**src/common/mips_pkg.sv**
```systemverilog
package mips_pkg;

    // data word, also used for the pc
    typedef logic [31:0] word_t;

    // architectural register index
    typedef logic [4:0] reg_addr_t;

    // register 0 is hardwired to zero
    localparam reg_addr_t reg_zero = 5'd0;

    typedef enum logic [2:0]
    {
        class_alu,
        class_load,
        class_store,
        class_branch,
        class_muldiv
    } instr_class_t;

    // one decoded instruction as it sits in the issue queue
    typedef struct packed
    {
        word_t        pc;
        instr_class_t iclass;
        logic         regwrite;
        reg_addr_t    dest;
        reg_addr_t    src_a;
        reg_addr_t    src_b;
        word_t        imm;
    } decode_entry_t;

    // one issue slot toward execute
    typedef struct packed
    {
        logic         valid;
        word_t        pc;
        instr_class_t iclass;
        logic         regwrite;
        reg_addr_t    dest;
        word_t        imm;
        word_t        op_a;
        word_t        op_b;
    } issue_slot_t;

    // one writeback port into the register file
    typedef struct packed
    {
        logic      en;
        reg_addr_t addr;
        word_t     data;
    } reg_write_t;

    // loads and stores share the single memory port
    function automatic logic is_mem(instr_class_t iclass);
        return (iclass == class_load) || (iclass == class_store);
    endfunction

endpackage

```
**src/issue/operand_read.sv**
```systemverilog
`timescale 1ns/1ns

module operand_read (
    input  mips_pkg::decode_entry_t entry,
    input  logic                    issue,
    input  mips_pkg::word_t         rdata_a,
    input  mips_pkg::word_t         rdata_b,
    output mips_pkg::issue_slot_t   slot
);

    logic use_imm;

    // stores need the register value as their store data
    assign use_imm = (entry.iclass != mips_pkg::class_store) &&
                     (entry.src_b == mips_pkg::reg_zero);

    always_comb
    begin
        slot = '0;
        if (issue)
        begin
            slot.valid    = 1'b1;
            slot.pc       = entry.pc;
            slot.iclass   = entry.iclass;
            slot.regwrite = entry.regwrite;
            slot.dest     = entry.dest;
            slot.imm      = entry.imm;
            slot.op_a     = rdata_a;
            slot.op_b     = use_imm ? entry.imm : rdata_b;
        end
    end

endmodule

```
**config.mk**
```make
export PLATFORM = sky130hd
export DESIGN_NAME = operand_read
export DESIGN_NICKNAME = d
export VERILOG_FILES = /design/src/common/mips_pkg.sv /design/src/issue/operand_read.sv
export SDC_FILE = /design/constraint.sdc
export NUM_CORES = 1
export LEC_CHECK = 0
export BUFFER_PORTS_ARGS = -buffer_cell sky130_fd_sc_hd__buf_2
export CORE_AREA = 3 3 110 112
export DETAILED_ROUTE_END_ITERATION = 8
export DIE_AREA = 0 0 113 115
export GPL_TIMING_DRIVEN = 0
export PLACE_DENSITY = 0.5
export SETUP_SLACK_MARGIN = 0.5
export SLEW_MARGIN = 20
export SYNTH_ARGS = -nofsm -noshare
export SYNTH_HDL_FRONTEND = slang
export SYNTH_SLANG_ARGS = --single-unit
export TNS_END_PERCENT = 50
```
**constraint.sdc**
```tcl
create_clock -name vclk -period 3.03
set_clock_uncertainty 0.15 [all_clocks]
set_input_delay 0 -clock vclk [all_inputs]
set_output_delay 0 -clock vclk [all_outputs]
set_load 0.01 [all_outputs]
```
==> results.md <==
* Most used cell, CP: buf_2
* Largest net degree at the start of global routing at 11
* Max-cap violations at 0
* Fin. Hold Viols at 0
* Post-DP HPWL at 7.00 mm
* Hold wc startpoint: issue
* Post-route ant nets at 0
* Final cell count without fillers at 646
* Hold Crit Class: in -> out
* WL/cell at 12.0 µm
* Initial antenna violation count at 0
* Cells after synthesis at 223
* Post-Route Setup TNS at 0 ps
* Post-CTS Resized at 0
* Critical path origin: entry[33]
* DIE AREA at 13,000 µm²
* Hold EP: slot[137]
* Crit path DAT at 1640 ps
* Clock buf count at 0
* # setup viols final at 0
* IO buf count at 280
* Cell area after synthesis at 1270 µm²
* PwrDens at 127 nW/µm²
* Gr usage total at 10.2%
* # rows at 39
* Final Cycle Share at 59.2%
* Worst Path Max Fanout at 10
* Max Slew Vio Count at 0
* Routed WL at 7.78 mm
* DR pass1 iterations at 4
* Synth area leaders: and2_1 (36%), mux2i_1 (25%), nand2_1 (19%), inv_1 (9.5%), clkbuf_1 (3.8%)
* Vias in the first global route at 2,089
* Placed Instance Area at 2850 µm²
* CP max stage cell: or4_4
* Hold-fix buffers, CTS at 0
* Post-CTS setup repair buffer count at 0
* Commonest non-fill, non-tap cells in the layout: buf_2 (280), and2_1 (73), nand2_1 (64), inv_1 (32), mux2i_1 (32)
* Slew margin rel. at 58.8%
* Avg Cell Area, Syn at about 5.7 µm²
* P_leak at 1.92 nW
* Setup CP Type: in -> out
* Largest area contributor in the netlist: and2_1
* Outcome: finished clean
* FFs & Latches at 0
* Die height at 115 µm
* Synth top area share at between 30% and 40%
* Ports at 286
* FILL cells at 1,310
* Register Area at 0 µm²
* Hold depth at 2
* Syn Nets at 371
* Vias/cell at 3.65
* Min Tclk post-route at 1790 ps
* Commonest non-fill, non-tap cell in the layout: buf_2
* Initial core utilization at 11.2%
* Post-synth cell types at 11
* Synth-to-Final Area Change at 124%
* Fmax at 557 MHz
* DR DRC count at 0
* CP max stage delay at 550 ps
* WP data required at 2880 ps
* Fin area at 2850 µm²
* RSZ-0062 raised after global routing: false
* Placed Instances at around 650
* Critical Path End Type: output port
* Top routing layer used: met4
* CP cell instances: buf_2 > or4_4 > nor3_4 > buf_6 > mux2i_1 > buf_2
* Ys Warns at 0
* Hold Worst Slack at 34.9 ps
* Critical Path Source Type: input pin
* Iteration-0 DRC Markers at 46
* Peak VDD IR at 0.0505 mV
* Core area at 11,300 µm²
* Total gr overflow at 0
* Worst Max-Slew Pin Slew at 618 ps
* Share of layout cells above drive strength 1 at 56.9%
* Worst Setup Slack, final at 1240 ps
* Finished Core Util at 25.2%
* Post-Route M1 WL at 2.88 mm
* Final net count at 653
* Wire length on met3 at 722 µm
* # diodes at 0
* Total Power at between 300 and 400 µW
* Pre-CTS setup slack at 1190 ps
* Met2 wire len at 4.16 mm
* DR vias at 2,357
* First-pass GRT wire length at 10.9 mm
* Die extent in x at 113 µm
* Gpl congestion at between 0.7 and 0.8
* Multi-input gate area at 1050 µm²
* Sequential area share after synthesis at 0%
==> cells by family after synthesis <==
kind of cell           synth area share [%]
muxes                                  25.2
buffers and inverters                  17.1
and+or+nand+nor                        57.6
==> area by class of cell <==
class                      count  area share (%)
timing repair buffer         280            49.2
multi-input combinational    172            36.9
tap                          143            6.28
inverter                      32            4.21
buffer                        19            3.42
==> routing by layer <==
layer  track usage (%)  vias up
met5                 0        -
met4             0.401        0
met3             0.842        2
met2              20.7      146
met1              12.2      986
li1                  -     1223
==> worst max-delay path by stage <==
stage | end | cells past startpoint
after floorplan | slot[10] | 4
after global placement | slot[3] | 6
after global routing | slot[3] | 6
after detailed placement | slot[3] | 6
final | slot[3] | 6
after CTS | slot[3] | 6
==> cell usage after synthesis, drive strengths merged <==
cell type / instances
nor3: 1
clkbuf: 13
buf: 6
or4: 1
nor3b: 1
and2: 73
inv: 32
mux2i: 32
nand2: 64
==> worst max-delay path: cells and delay by family <==
| kind | cells | cell delay (ps) |
|---|---|---|
| AND/OR/NAND/NOR | 2 | 890 |
| buffers and inverters | 3 | 500 |
| multiplexers | 1 | 240 |
==> report_power, final <==
group | total, mW | switching, mW | internal (mW)
Combinational | 0.362 | 0.182 | 0.180
Clock | 0 | 0 | 0
Sequential | 0 | 0 | 0
Power figures use the tool's default switching activity.
