[src/common/mips_pkg.sv]
package mips_pkg;

    // data word, also used for the pc
    typedef logic [31:0] word_t;

    // architectural register index
    typedef logic [4:0] reg_addr_t;

    // register 0 is hardwired to zero
    localparam reg_addr_t reg_zero = 5'd0;

    typedef enum logic [2:0]
    {
        class_alu,
        class_load,
        class_store,
        class_branch,
        class_muldiv
    } instr_class_t;

    // one decoded instruction as it sits in the issue queue
    typedef struct packed
    {
        word_t        pc;
        instr_class_t iclass;
        logic         regwrite;
        reg_addr_t    dest;
        reg_addr_t    src_a;
        reg_addr_t    src_b;
        word_t        imm;
    } decode_entry_t;

    // one issue slot toward execute
    typedef struct packed
    {
        logic         valid;
        word_t        pc;
        instr_class_t iclass;
        logic         regwrite;
        reg_addr_t    dest;
        word_t        imm;
        word_t        op_a;
        word_t        op_b;
    } issue_slot_t;

    // one writeback port into the register file
    typedef struct packed
    {
        logic      en;
        reg_addr_t addr;
        word_t     data;
    } reg_write_t;

    // loads and stores share the single memory port
    function automatic logic is_mem(instr_class_t iclass);
        return (iclass == class_load) || (iclass == class_store);
    endfunction

endpackage

[src/issue/issue_pairing.sv]
`timescale 1ns/1ns

module issue_pairing (
    input  mips_pkg::decode_entry_t [1:0] head_entry,
    input  logic [1:0]                   head_valid,
    output logic [1:0]                   issue_count
);

    mips_pkg::decode_entry_t older;
    mips_pkg::decode_entry_t younger;

    logic raw;
    logic mem_pair;
    logic muldiv_pair;
    logic older_branch;
    logic younger_branch;
    logic blocked;

    assign older   = head_entry[1];
    assign younger = head_entry[0];

    assign raw = older.regwrite && (older.dest != mips_pkg::reg_zero) &&
                 ((older.dest == younger.src_a) || (older.dest == younger.src_b));

    assign mem_pair    = mips_pkg::is_mem(older.iclass) && mips_pkg::is_mem(younger.iclass);
    assign muldiv_pair = (older.iclass == mips_pkg::class_muldiv) &&
                         (younger.iclass == mips_pkg::class_muldiv);

    assign older_branch   = (older.iclass == mips_pkg::class_branch);
    assign younger_branch = (younger.iclass == mips_pkg::class_branch);

    assign blocked = raw || mem_pair || muldiv_pair;

    always_comb
    begin
        if (!head_valid[1])
            issue_count = 2'd0;
        // a branch waits for its delay slot
        else if (older_branch && !head_valid[0])
            issue_count = 2'd0;
        else if (older_branch)
            issue_count = blocked ? 2'd1 : 2'd2;
        else if (!head_valid[0] || blocked || younger_branch)
            issue_count = 2'd1;
        else
            issue_count = 2'd2;
    end

endmodule

[config.mk]
export PLATFORM = sky130hd
export DESIGN_NAME = issue_pairing
export DESIGN_NICKNAME = d
export VERILOG_FILES = /design/src/common/mips_pkg.sv /design/src/issue/issue_pairing.sv
export SDC_FILE = /design/constraint.sdc
export NUM_CORES = 1
export LEC_CHECK = 0
export BUFFER_PORTS_ARGS = -buffer_cell sky130_fd_sc_hd__clkbuf_2
export CAP_MARGIN = 30
export CORE_AREA = 5 5 62 64
export DETAILED_ROUTE_END_ITERATION = 6
export DIE_AREA = 0 0 67 69
export GPL_TIMING_DRIVEN = 1
export PLACE_DENSITY = 0.68
export SYNTH_ARGS = -nofsm -noshare
export SYNTH_HDL_FRONTEND = slang
export SYNTH_SLANG_ARGS = --single-unit
[constraint.sdc]
create_clock -name vclk -period 1.4
set_input_delay 0.07 -clock vclk [all_inputs]
set_output_delay 0.07 -clock vclk [all_outputs]
set_load 0.01 [all_outputs]
==> flow_metrics.env <==
export IMPL_status="completed"
export IMPL_drv_slew=0
export IMPL_ir_drop_v=0.00007594
export IMPL_area_growth_pct=86.24
export IMPL_arrival_ps=1260
export IMPL_vias_per_cell=3.010
export IMPL_nClkBuffers=0
export IMPL_hold_violations=0
export IMPL_finalPower_uw=109.9
export IMPL_fin_crit_ps=1334
export IMPL_antenna_left=0
export IMPL_synth_compound_area_frac=0.2434
export IMPL_final_nets=227
export IMPL_cp_depth=6
export IMPL_worst_slew_pin_slew_ps=378.1
export IMPL_cp_top_family="simple AND/OR/NAND/NOR gates"
export IMPL_cp_max_fo=3
export IMPL_crit_start="head_entry[48]"
export IMPL_yosysSeqAreaShare=0
export IMPL_dr_total_vias=310
export IMPL_fillCellCount=383
export IMPL_period_share=0.9531
export IMPL_synth_top_family_by_area="XOR/XNOR gates"
export IMPL_slew_headroom=0.7456
export IMPL_ys_types=15
export IMPL_synth_area_sq_um=236.5
export IMPL_synthXorXnorAreaFrac=0.4444
export IMPL_portBuffers=26
export IMPL_grt_overflow=0
export IMPL_setup_viol=0
export IMPL_critPathMostFrequentCell="o31ai_1"
export IMPL_dieArea_sq_um=4623
export IMPL_grt_pass1_wl_mm=1.373
export IMPL_syn_nets=199
export IMPL_place_congestion=0.6610
export IMPL_first_pass_iters=3
export IMPL_cp_start_kind="input pin"
export IMPL_postCtsSetupBuffers=0
export IMPL_rows=21
export IMPL_initial_core_util=0.07317
export IMPL_mostFrequentLayoutCell="clkbuf_2"
export IMPL_grt_pass1_vias=298
export IMPL_mostFrequentLayoutCells="24 x clkbuf_2, 10 x xor2_1, 3 x nor3_1"
export IMPL_grt_max_degree=4
export IMPL_design_seq_count=0
export IMPL_antenna_found_initial=0
export IMPL_synthAdderAreaFrac=0
export IMPL_core_area_sq_um=3232
export IMPL_max_freq_mhz=749.5
export IMPL_path_cells="buf_6 > or4b_4 > nor3b_4 > o31ai_1 > o31ai_1 > buf_2"
export IMPL_yosys_top_cells_area="xor2_1 37%, xnor2_1 7.4%, nor3_1 6.3%"
export IMPL_max_stage_delay_ps=540
export IMPL_critPathKind="in -> out"
export IMPL_finalWirelength_um=876
export IMPL_multi_input_area_sq_um=246.5
export IMPL_cp_required_ps=1330
export IMPL_rsz0062_at_grt="false"
export IMPL_regArea_sq_um=0
export IMPL_synthCells=31
export IMPL_synthMuxAreaShare=0
export IMPL_antennaDiodeCount=0
export IMPL_synth_top_area_frac=0.3704
export IMPL_crit_slowest_cell="or4b_4"
export IMPL_syn_area_per_cell_sq_um=7.628
export IMPL_worst_setup_path_end_kind="primary output"
export IMPL_worst_path_buf_inv=2
export IMPL_drc=0
export IMPL_yosys_area_top_type="xor2_1"
export IMPL_wl_per_cell_um=8.505
export IMPL_io_pins=170
export IMPL_max_cap_violations=0
export IMPL_ys_warn_count=0
export IMPL_worstSetupEndpoint="issue_count[0]"
export IMPL_first_iter_violations=11
export IMPL_drive_above_1_share=0.4912
export IMPL_synthSimpleGateAreaFrac=0.3122
export IMPL_power_density_nw_per_um2=249.5
export IMPL_hold_path_class="in -> out"
export IMPL_grt_usage=0.03627
export IMPL_die_h_um=69
export IMPL_setup_tns_final_ps=0
export IMPL_leakage_nw=0.2023
export IMPL_die_w_um=67
[how the worst min path moves through the flow]
stage | startpoint | end | slack, ps | depth (start not counted)
floorplan | head_valid[1] | issue_count[0] | 300 | 2
CTS | head_valid[1] | issue_count[0] | 500 | 4
global route | head_valid[1] | issue_count[0] | 530 | 4
detailed placement | head_valid[1] | issue_count[0] | 500 | 4
global placement | head_valid[1] | issue_count[0] | 490 | 4
finish | head_valid[1] | issue_count[0] | 510 | 4
[area by class of cell]
cell class / instances / area share
Multi-Input combinational cell: 31 / 0.5597
Tap cell: 46 / 0.1307
Timing Repair Buffer: 26 / 0.3097
[cell usage after synthesis, types with 2 or more instances]
cell	count
nand3b_1	2
xor2_1	10
nor2_1	2
xnor2_1	2
nor3_1	3
o31ai_1	2
o21ai_0	2
[cell families after synthesis]
group           Yosys count
xor+xnor                 12
simple gates             11
compound gates            8
[repair_timing]
action / CTS / global route
hold buffers: 0 / 0
resized for setup: 0 / 7
setup endpoints to repair: 0 / 2
[metrics by stage]
step	worst slack, ps	hold slack, ps	std cells	utilization	instance area [sq um]
detailed placement	63.88	498.5	103	0.1312	424.2
global placement	41.67	494.0	103	0.1312	424.2
finish	65.70	509.6	103	0.1363	440.4
CTS	47.77	498.9	103	0.1312	424.2
floorplan	334.9	298.5	31	-	236.5
global route	12.88	528.2	103	0.1363	440.4
[power by group]
group          switching (mW)  leakage, nW  internal [mW]  total [mW]
sequential                  0            0              0           0
clock                       0            0              0           0
combinational          0.0506        0.202         0.0593       0.110
[layer usage]
layer  track usage  routed length, um
met2       0.05349                360
met3       0.01623                109
met1       0.05136                406
met5             0                  0
met4             0                  0
Note: power is estimated with default switching activity, not from simulation.
