**src/common/mips_pkg.sv**
```systemverilog
package mips_pkg;

    // data word, also used for the pc
    typedef logic [31:0] word_t;

    // architectural register index
    typedef logic [4:0] reg_addr_t;

    // register 0 is hardwired to zero
    localparam reg_addr_t reg_zero = 5'd0;

    typedef enum logic [2:0]
    {
        class_alu,
        class_load,
        class_store,
        class_branch,
        class_muldiv
    } instr_class_t;

    // one decoded instruction as it sits in the issue queue
    typedef struct packed
    {
        word_t        pc;
        instr_class_t iclass;
        logic         regwrite;
        reg_addr_t    dest;
        reg_addr_t    src_a;
        reg_addr_t    src_b;
        word_t        imm;
    } decode_entry_t;

    // one issue slot toward execute
    typedef struct packed
    {
        logic         valid;
        word_t        pc;
        instr_class_t iclass;
        logic         regwrite;
        reg_addr_t    dest;
        word_t        imm;
        word_t        op_a;
        word_t        op_b;
    } issue_slot_t;

    // one writeback port into the register file
    typedef struct packed
    {
        logic      en;
        reg_addr_t addr;
        word_t     data;
    } reg_write_t;

    // loads and stores share the single memory port
    function automatic logic is_mem(instr_class_t iclass);
        return (iclass == class_load) || (iclass == class_store);
    endfunction

endpackage

```
**src/issue/issue_queue.sv**
```systemverilog
`timescale 1ns/1ns

module issue_queue #(
    parameter int queue_depth = 8
) (
    input  logic                         clk,
    input  logic                         reset,
    input  logic                         flush,
    input  logic                         stall,
    input  logic [1:0]                   in_valid,
    input  mips_pkg::decode_entry_t [1:0] in_instr,
    input  logic [1:0]                   issue_count,
    output logic                         in_ready,
    output mips_pkg::decode_entry_t [1:0] head_entry,
    output logic [1:0]                   head_valid
);

    localparam int ptr_w = $clog2(queue_depth);

    typedef logic [ptr_w-1:0] ptr_t;
    typedef logic [ptr_w:0]   count_t;

    localparam count_t depth_level = count_t'(queue_depth);
    localparam count_t ready_level = count_t'(queue_depth - 2);

    mips_pkg::decode_entry_t ring [queue_depth];

    ptr_t   head;
    ptr_t   tail;
    ptr_t   head_next;
    ptr_t   tail_next;
    count_t count;

    logic       push_en;
    logic [1:0] push_n;
    logic [1:0] pop_n;

    // need room for a full pair before decode may send
    assign in_ready = (count <= ready_level);
    assign push_en  = in_ready && !flush;

    assign push_n = push_en ? (2'(in_valid[1]) + 2'(in_valid[0])) : 2'd0;
    assign pop_n  = stall ? 2'd0 : issue_count;

    assign head_next = head + ptr_t'(1);
    // the younger input lands behind the older one when both are present
    assign tail_next = tail + ptr_t'(in_valid[1]);

    assign head_valid[1] = (count != '0);
    assign head_valid[0] = (count > count_t'(1));

    // zero the empty head positions so pairing never sees stale entries
    assign head_entry[1] = head_valid[1] ? ring[head] : '0;
    assign head_entry[0] = head_valid[0] ? ring[head_next] : '0;

    always_ff @(posedge clk)
    begin
        if (push_en && in_valid[1])
        begin
            ring[tail] <= in_instr[1];
        end
        if (push_en && in_valid[0])
        begin
            ring[tail_next] <= in_instr[0];
        end
    end

    always_ff @(posedge clk)
    begin
        if (!reset || flush)
        begin
            head  <= '0;
            tail  <= '0;
            count <= '0;
        end
        else
        begin
            head  <= head + ptr_t'(pop_n);
            tail  <= tail + ptr_t'(push_n);
            count <= count + count_t'(push_n) - count_t'(pop_n);
        end
    end

    // occupancy stays within the ring
    assert property (@(posedge clk) disable iff (!reset)
        count <= depth_level)
        else $error("issue queue occupancy above depth");

    // pairing never asks for more entries than the head holds
    assert property (@(posedge clk) disable iff (!reset)
        issue_count <= 2'($countones(head_valid)))
        else $error("issue count exceeds valid head entries");

endmodule

```
**config.mk**
```make
export PLATFORM = sky130hd
export DESIGN_NAME = issue_queue
export DESIGN_NICKNAME = d
export VERILOG_FILES = /design/src/common/mips_pkg.sv /design/src/issue/issue_queue.sv
export SDC_FILE = /design/constraint.sdc
export NUM_CORES = 1
export LEC_CHECK = 0
export BUFFER_PORTS_ARGS = -buffer_cell sky130_fd_sc_hd__buf_2
export CELL_PAD_IN_SITES_DETAIL_PLACEMENT = 1
export CELL_PAD_IN_SITES_GLOBAL_PLACEMENT = 1
export CORE_MARGIN = 2
export CORE_UTILIZATION = 55
export CTS_BUF_LIST = sky130_fd_sc_hd__clkbuf_2
export CTS_CLUSTER_DIAMETER = 150
export CTS_CLUSTER_SIZE = 24
export DETAILED_ROUTE_END_ITERATION = 16
export GPL_TIMING_DRIVEN = 1
export PLACE_DENSITY_LB_ADDON = 0.1
export SYNTH_ARGS = -nofsm -noshare
export SYNTH_HDL_FRONTEND = slang
export SYNTH_SLANG_ARGS = --single-unit
```
**constraint.sdc**
```tcl
create_clock -name clk -period 14.1 [get_ports clk]
set_input_delay 2.115 -clock clk [delete_from_list [all_inputs] [get_ports clk]]
set_output_delay 2.115 -clock clk [all_outputs]
set_load 0.02 [all_outputs]
```
==> flow_summary_export.csv <==
group,metric,value,unit
run_status,status,"completed",
logic_synthesis,ys_ff_latch,674,
power_and_ir_drop,p_per_area,97.97,nW/um^2
power_and_ir_drop,ir_worst_vdd,0.08640,mV
critical_path,path_buf_inv,3,
critical_path,crit_family,"buffers and inverters",
cts,clk_pin_slew,0.45,ns
global_routing,grt_max_degree,143,
die,die-area,71690,um^2
global_routing,grt_pass1_vias,24930,
sta,worst_pin_slew,1.160,ns
logic_synthesis,synth_top_area_share,52.11,%
sta,slew_viol_final,0,
drt,dr.pass1.iters,5,
sta,skew,0.1846,ns
cts,post_cts_buffers,0,
cts,holdBufCountCts,0,
placement,hpwl,65420,um
cts,clk_latency,1.20,ns
drt,drc,0,
logic_synthesis,yosysUniqueCellTypes,31,
critical_path,critPathKind,"reg -> out",
cts,h-tree-depth,2,
critical_path,crit_chain,"buf_12 > buf_4 > mux4_2 > a22o_1 > buf_2",
cts,clock-root-buffer,"clkbuf_2",
global_routing,antenna_found_initial,34,
critical_path,critPathArrivalTime,4.83,ns
drt,drtAntennaViolNets,0,
die,die_w,267.8,um
worst_hold_path,min_path_type,"reg -> reg",
sta,period_minus_slack,6.944,ns
critical_path,crit_path_end_kind,"output port",
placement,gp_congestion,0.8073,
sta,rsz0062_at_grt,"no",
critical_path,cp.required,11.98,ns
critical_path,startpoint_type,"register",
drt,routedWlPerCell,34.24,um
critical_path,cp_max_fo,142,
critical_path,r2r_slack,9.81,ns
drt,wirelength,113800,um
die,fp.coreArea,68710,um^2
cts,cts_resized,0,
run,cap_viol_max_count,0,
die,pin_count,343,
cells_and_area,fillCellCount,6190,
sta,hold_viol,0,
cts,numCtsBuffers,34,
die,die_y,267.8,um
sta,setup_violations,0,
logic_synthesis,ys_seq_area_share,52.64,%
critical_path,max_stage_delay,0.85,ns
placement,placed_area,40580,um^2
sta,fmax,0.1440,GHz
drt,vias,23300,
cells_and_area,layout.cells.non_filler,3324,
logic_synthesis,syn-num-nets,2310,
cells_and_area,fin_area,40940,um^2
sta,fin_crit_sh,49.25,%
cts,cts_tree,"built",
logic_synthesis,netlist_instances,2119,
drt,vias_per_cell,7.011,
global_routing,grtUsageTotal,31.65,%
drt,drt_iter0_drc,2197,
die,rows,96,
logic_synthesis,synth_area_per_cell,18.06,um^2
cells_and_area,area_growth,6.995,%
cts,cts.sinks,674,
logic_synthesis,yosys-top-cells-area,"edfxtp_1 52%, mux4_2 20%, mux2_2 11%",
die,initial_core_util,55.69,%
logic_synthesis,synth_warnings,0,
cells_and_area,nets,2541,
logic_synthesis,yosysTopAreaCell,"edfxtp_1",
power_and_ir_drop,leakagePower,13.37,nW
global_routing,overflow,0,
cells_and_area,drive_above_1_share,48.29,%
critical_path,crit_path_top_delay_cell,"dfxtp_4",
power_and_ir_drop,fin_total_pwr,4.011,mW
global_routing,grt_pass1_wl,165900,um
cts,cts_max_path_buffers,3,
sta,tns,0,ns
placement,io_buffers,342,
placement,dp.cells,3245,
sta,timing.slew.headroom,22.70,%
logic_synthesis,synth_area,38260,um^2
## flip-flops by register name, summed over array words and instances (netlist names)
register  flops
ring        664
count         4
head          3
tail          3
## metrics by stage
stage          hold slack [ns]  util [%]  setup WS, ns
2_1_floorplan           0.5336         -         5.049
3_3_place_gp            0.5881     59.06         8.012
3_5_place_dp            0.6227     59.06         8.023
4_1_cts                 0.6449     59.50         7.006
5_1_grt                 0.6880     59.57         6.816
6_report                0.6509     59.58         7.156
## cells in the final DEF (no fill, tap or decap), types with 3 or more instances in the layout
cell,netlist,final
edfxtp_1,664,664
mux2_2,357,357
buf_2,83,342
mux4_2,332,332
mux2_1,307,307
a22o_1,166,166
clkbuf_2,0,54
buf_4,32,35
diode_2,0,24
nor2_1,14,13
inv_1,12,12
ha_1,13,12
dfxtp_1,10,8
nand2_1,6,6
and2_1,8,6
nand2b_1,6,6
a21o_4,0,6
xnor2_1,4,4
and3_4,0,4
fa_1,4,4
xor2_1,3,3
a21oi_1,4,3
nor2b_1,3,3
## worst min-delay path, cell delays in order, from the launching register on
cell,delay (ns)
dfxtp_1,0.49
xnor2_1,0.16
nor2_1,0.04
## per-layer routing
metal	wire length (um)	up-vias	global-route usage (%)
li1	-	9462	-
met1	44890	12640	42.40
met2	57830	991	53.61
met3	7906	187	4.957
met4	3009	26	9.920
met5	163	-	0
## power by group
part / total, mW / leakage [nW] / internal [mW] / switching (mW)
logic: 0.995 / 7.03 / 0.388 / 0.606
clock network: 0.714 / 0.236 / 0.100 / 0.614
registers: 2.30 / 6.10 / 2.27 / 0.0318
total: 4.01 / 13.4 / 2.76 / 1.25
## Yosys cell counts (all sizes together)
library cell / number
clkbuf: 50
and4: 2
nor2b: 3
xor2: 3
nor3b: 1
nor3: 2
mux4: 332
xnor2: 4
and3b: 1
and2: 8
nand2: 6
inv: 12
o31ai: 2
buf: 134
mux2i: 1
nand2b: 6
ha: 13
nand4: 2
a21oi: 4
a22o: 166
nor2: 14
and3: 4
mux2: 664
fa: 4
edfxtp: 664
a21o: 7
dfxtp: 10
## path summary, 6_finish.rpt
kind / start / to / cells past startpoint
max: head[0] / head_entry[35] / 5
min: tail[2] / tail[2] / 2
max reg2reg: tail[0] / ring[4][77] / 6
min reg2reg: tail[2] / tail[2] / 2
## final cells by class
cell class / count / area, um^2 / share of cell area, %
flip-flops and latches: 674 / 20150 / 49.21
multi-input cells: 1249 / 17210 / 42.03
repair buffers: 379 / 2014 / 4.921
well taps: 931 / 1165 / 2.845
clock buffers: 54 / 270.3 / 0.6602
diodes: 24 / 60.06 / 0.1467
inverters: 12 / 45.04 / 0.1100
clock inverters: 1 / 30.03 / 0.07335
## cells by family (layout without fill, tap and decap cells)
logic type | count (synthesis) | in the layout | share of synthesized area [%]
AO/OA/AOI/OAI | 179 | 179 | 4.029
XOR/XNOR | 7 | 7 | 0.1602
adder cells (fa/ha/maj) | 17 | 17 | 0.6344
buffers and inverters | 196 | 446 | 2.744
flip-flops | 674 | 674 | 52.64
multiplexers | 997 | 997 | 39.11
other | 0 | 24 | 0
AND/OR/NAND/NOR | 49 | 49 | 0.6867
Power figures use the tool's default switching activity.
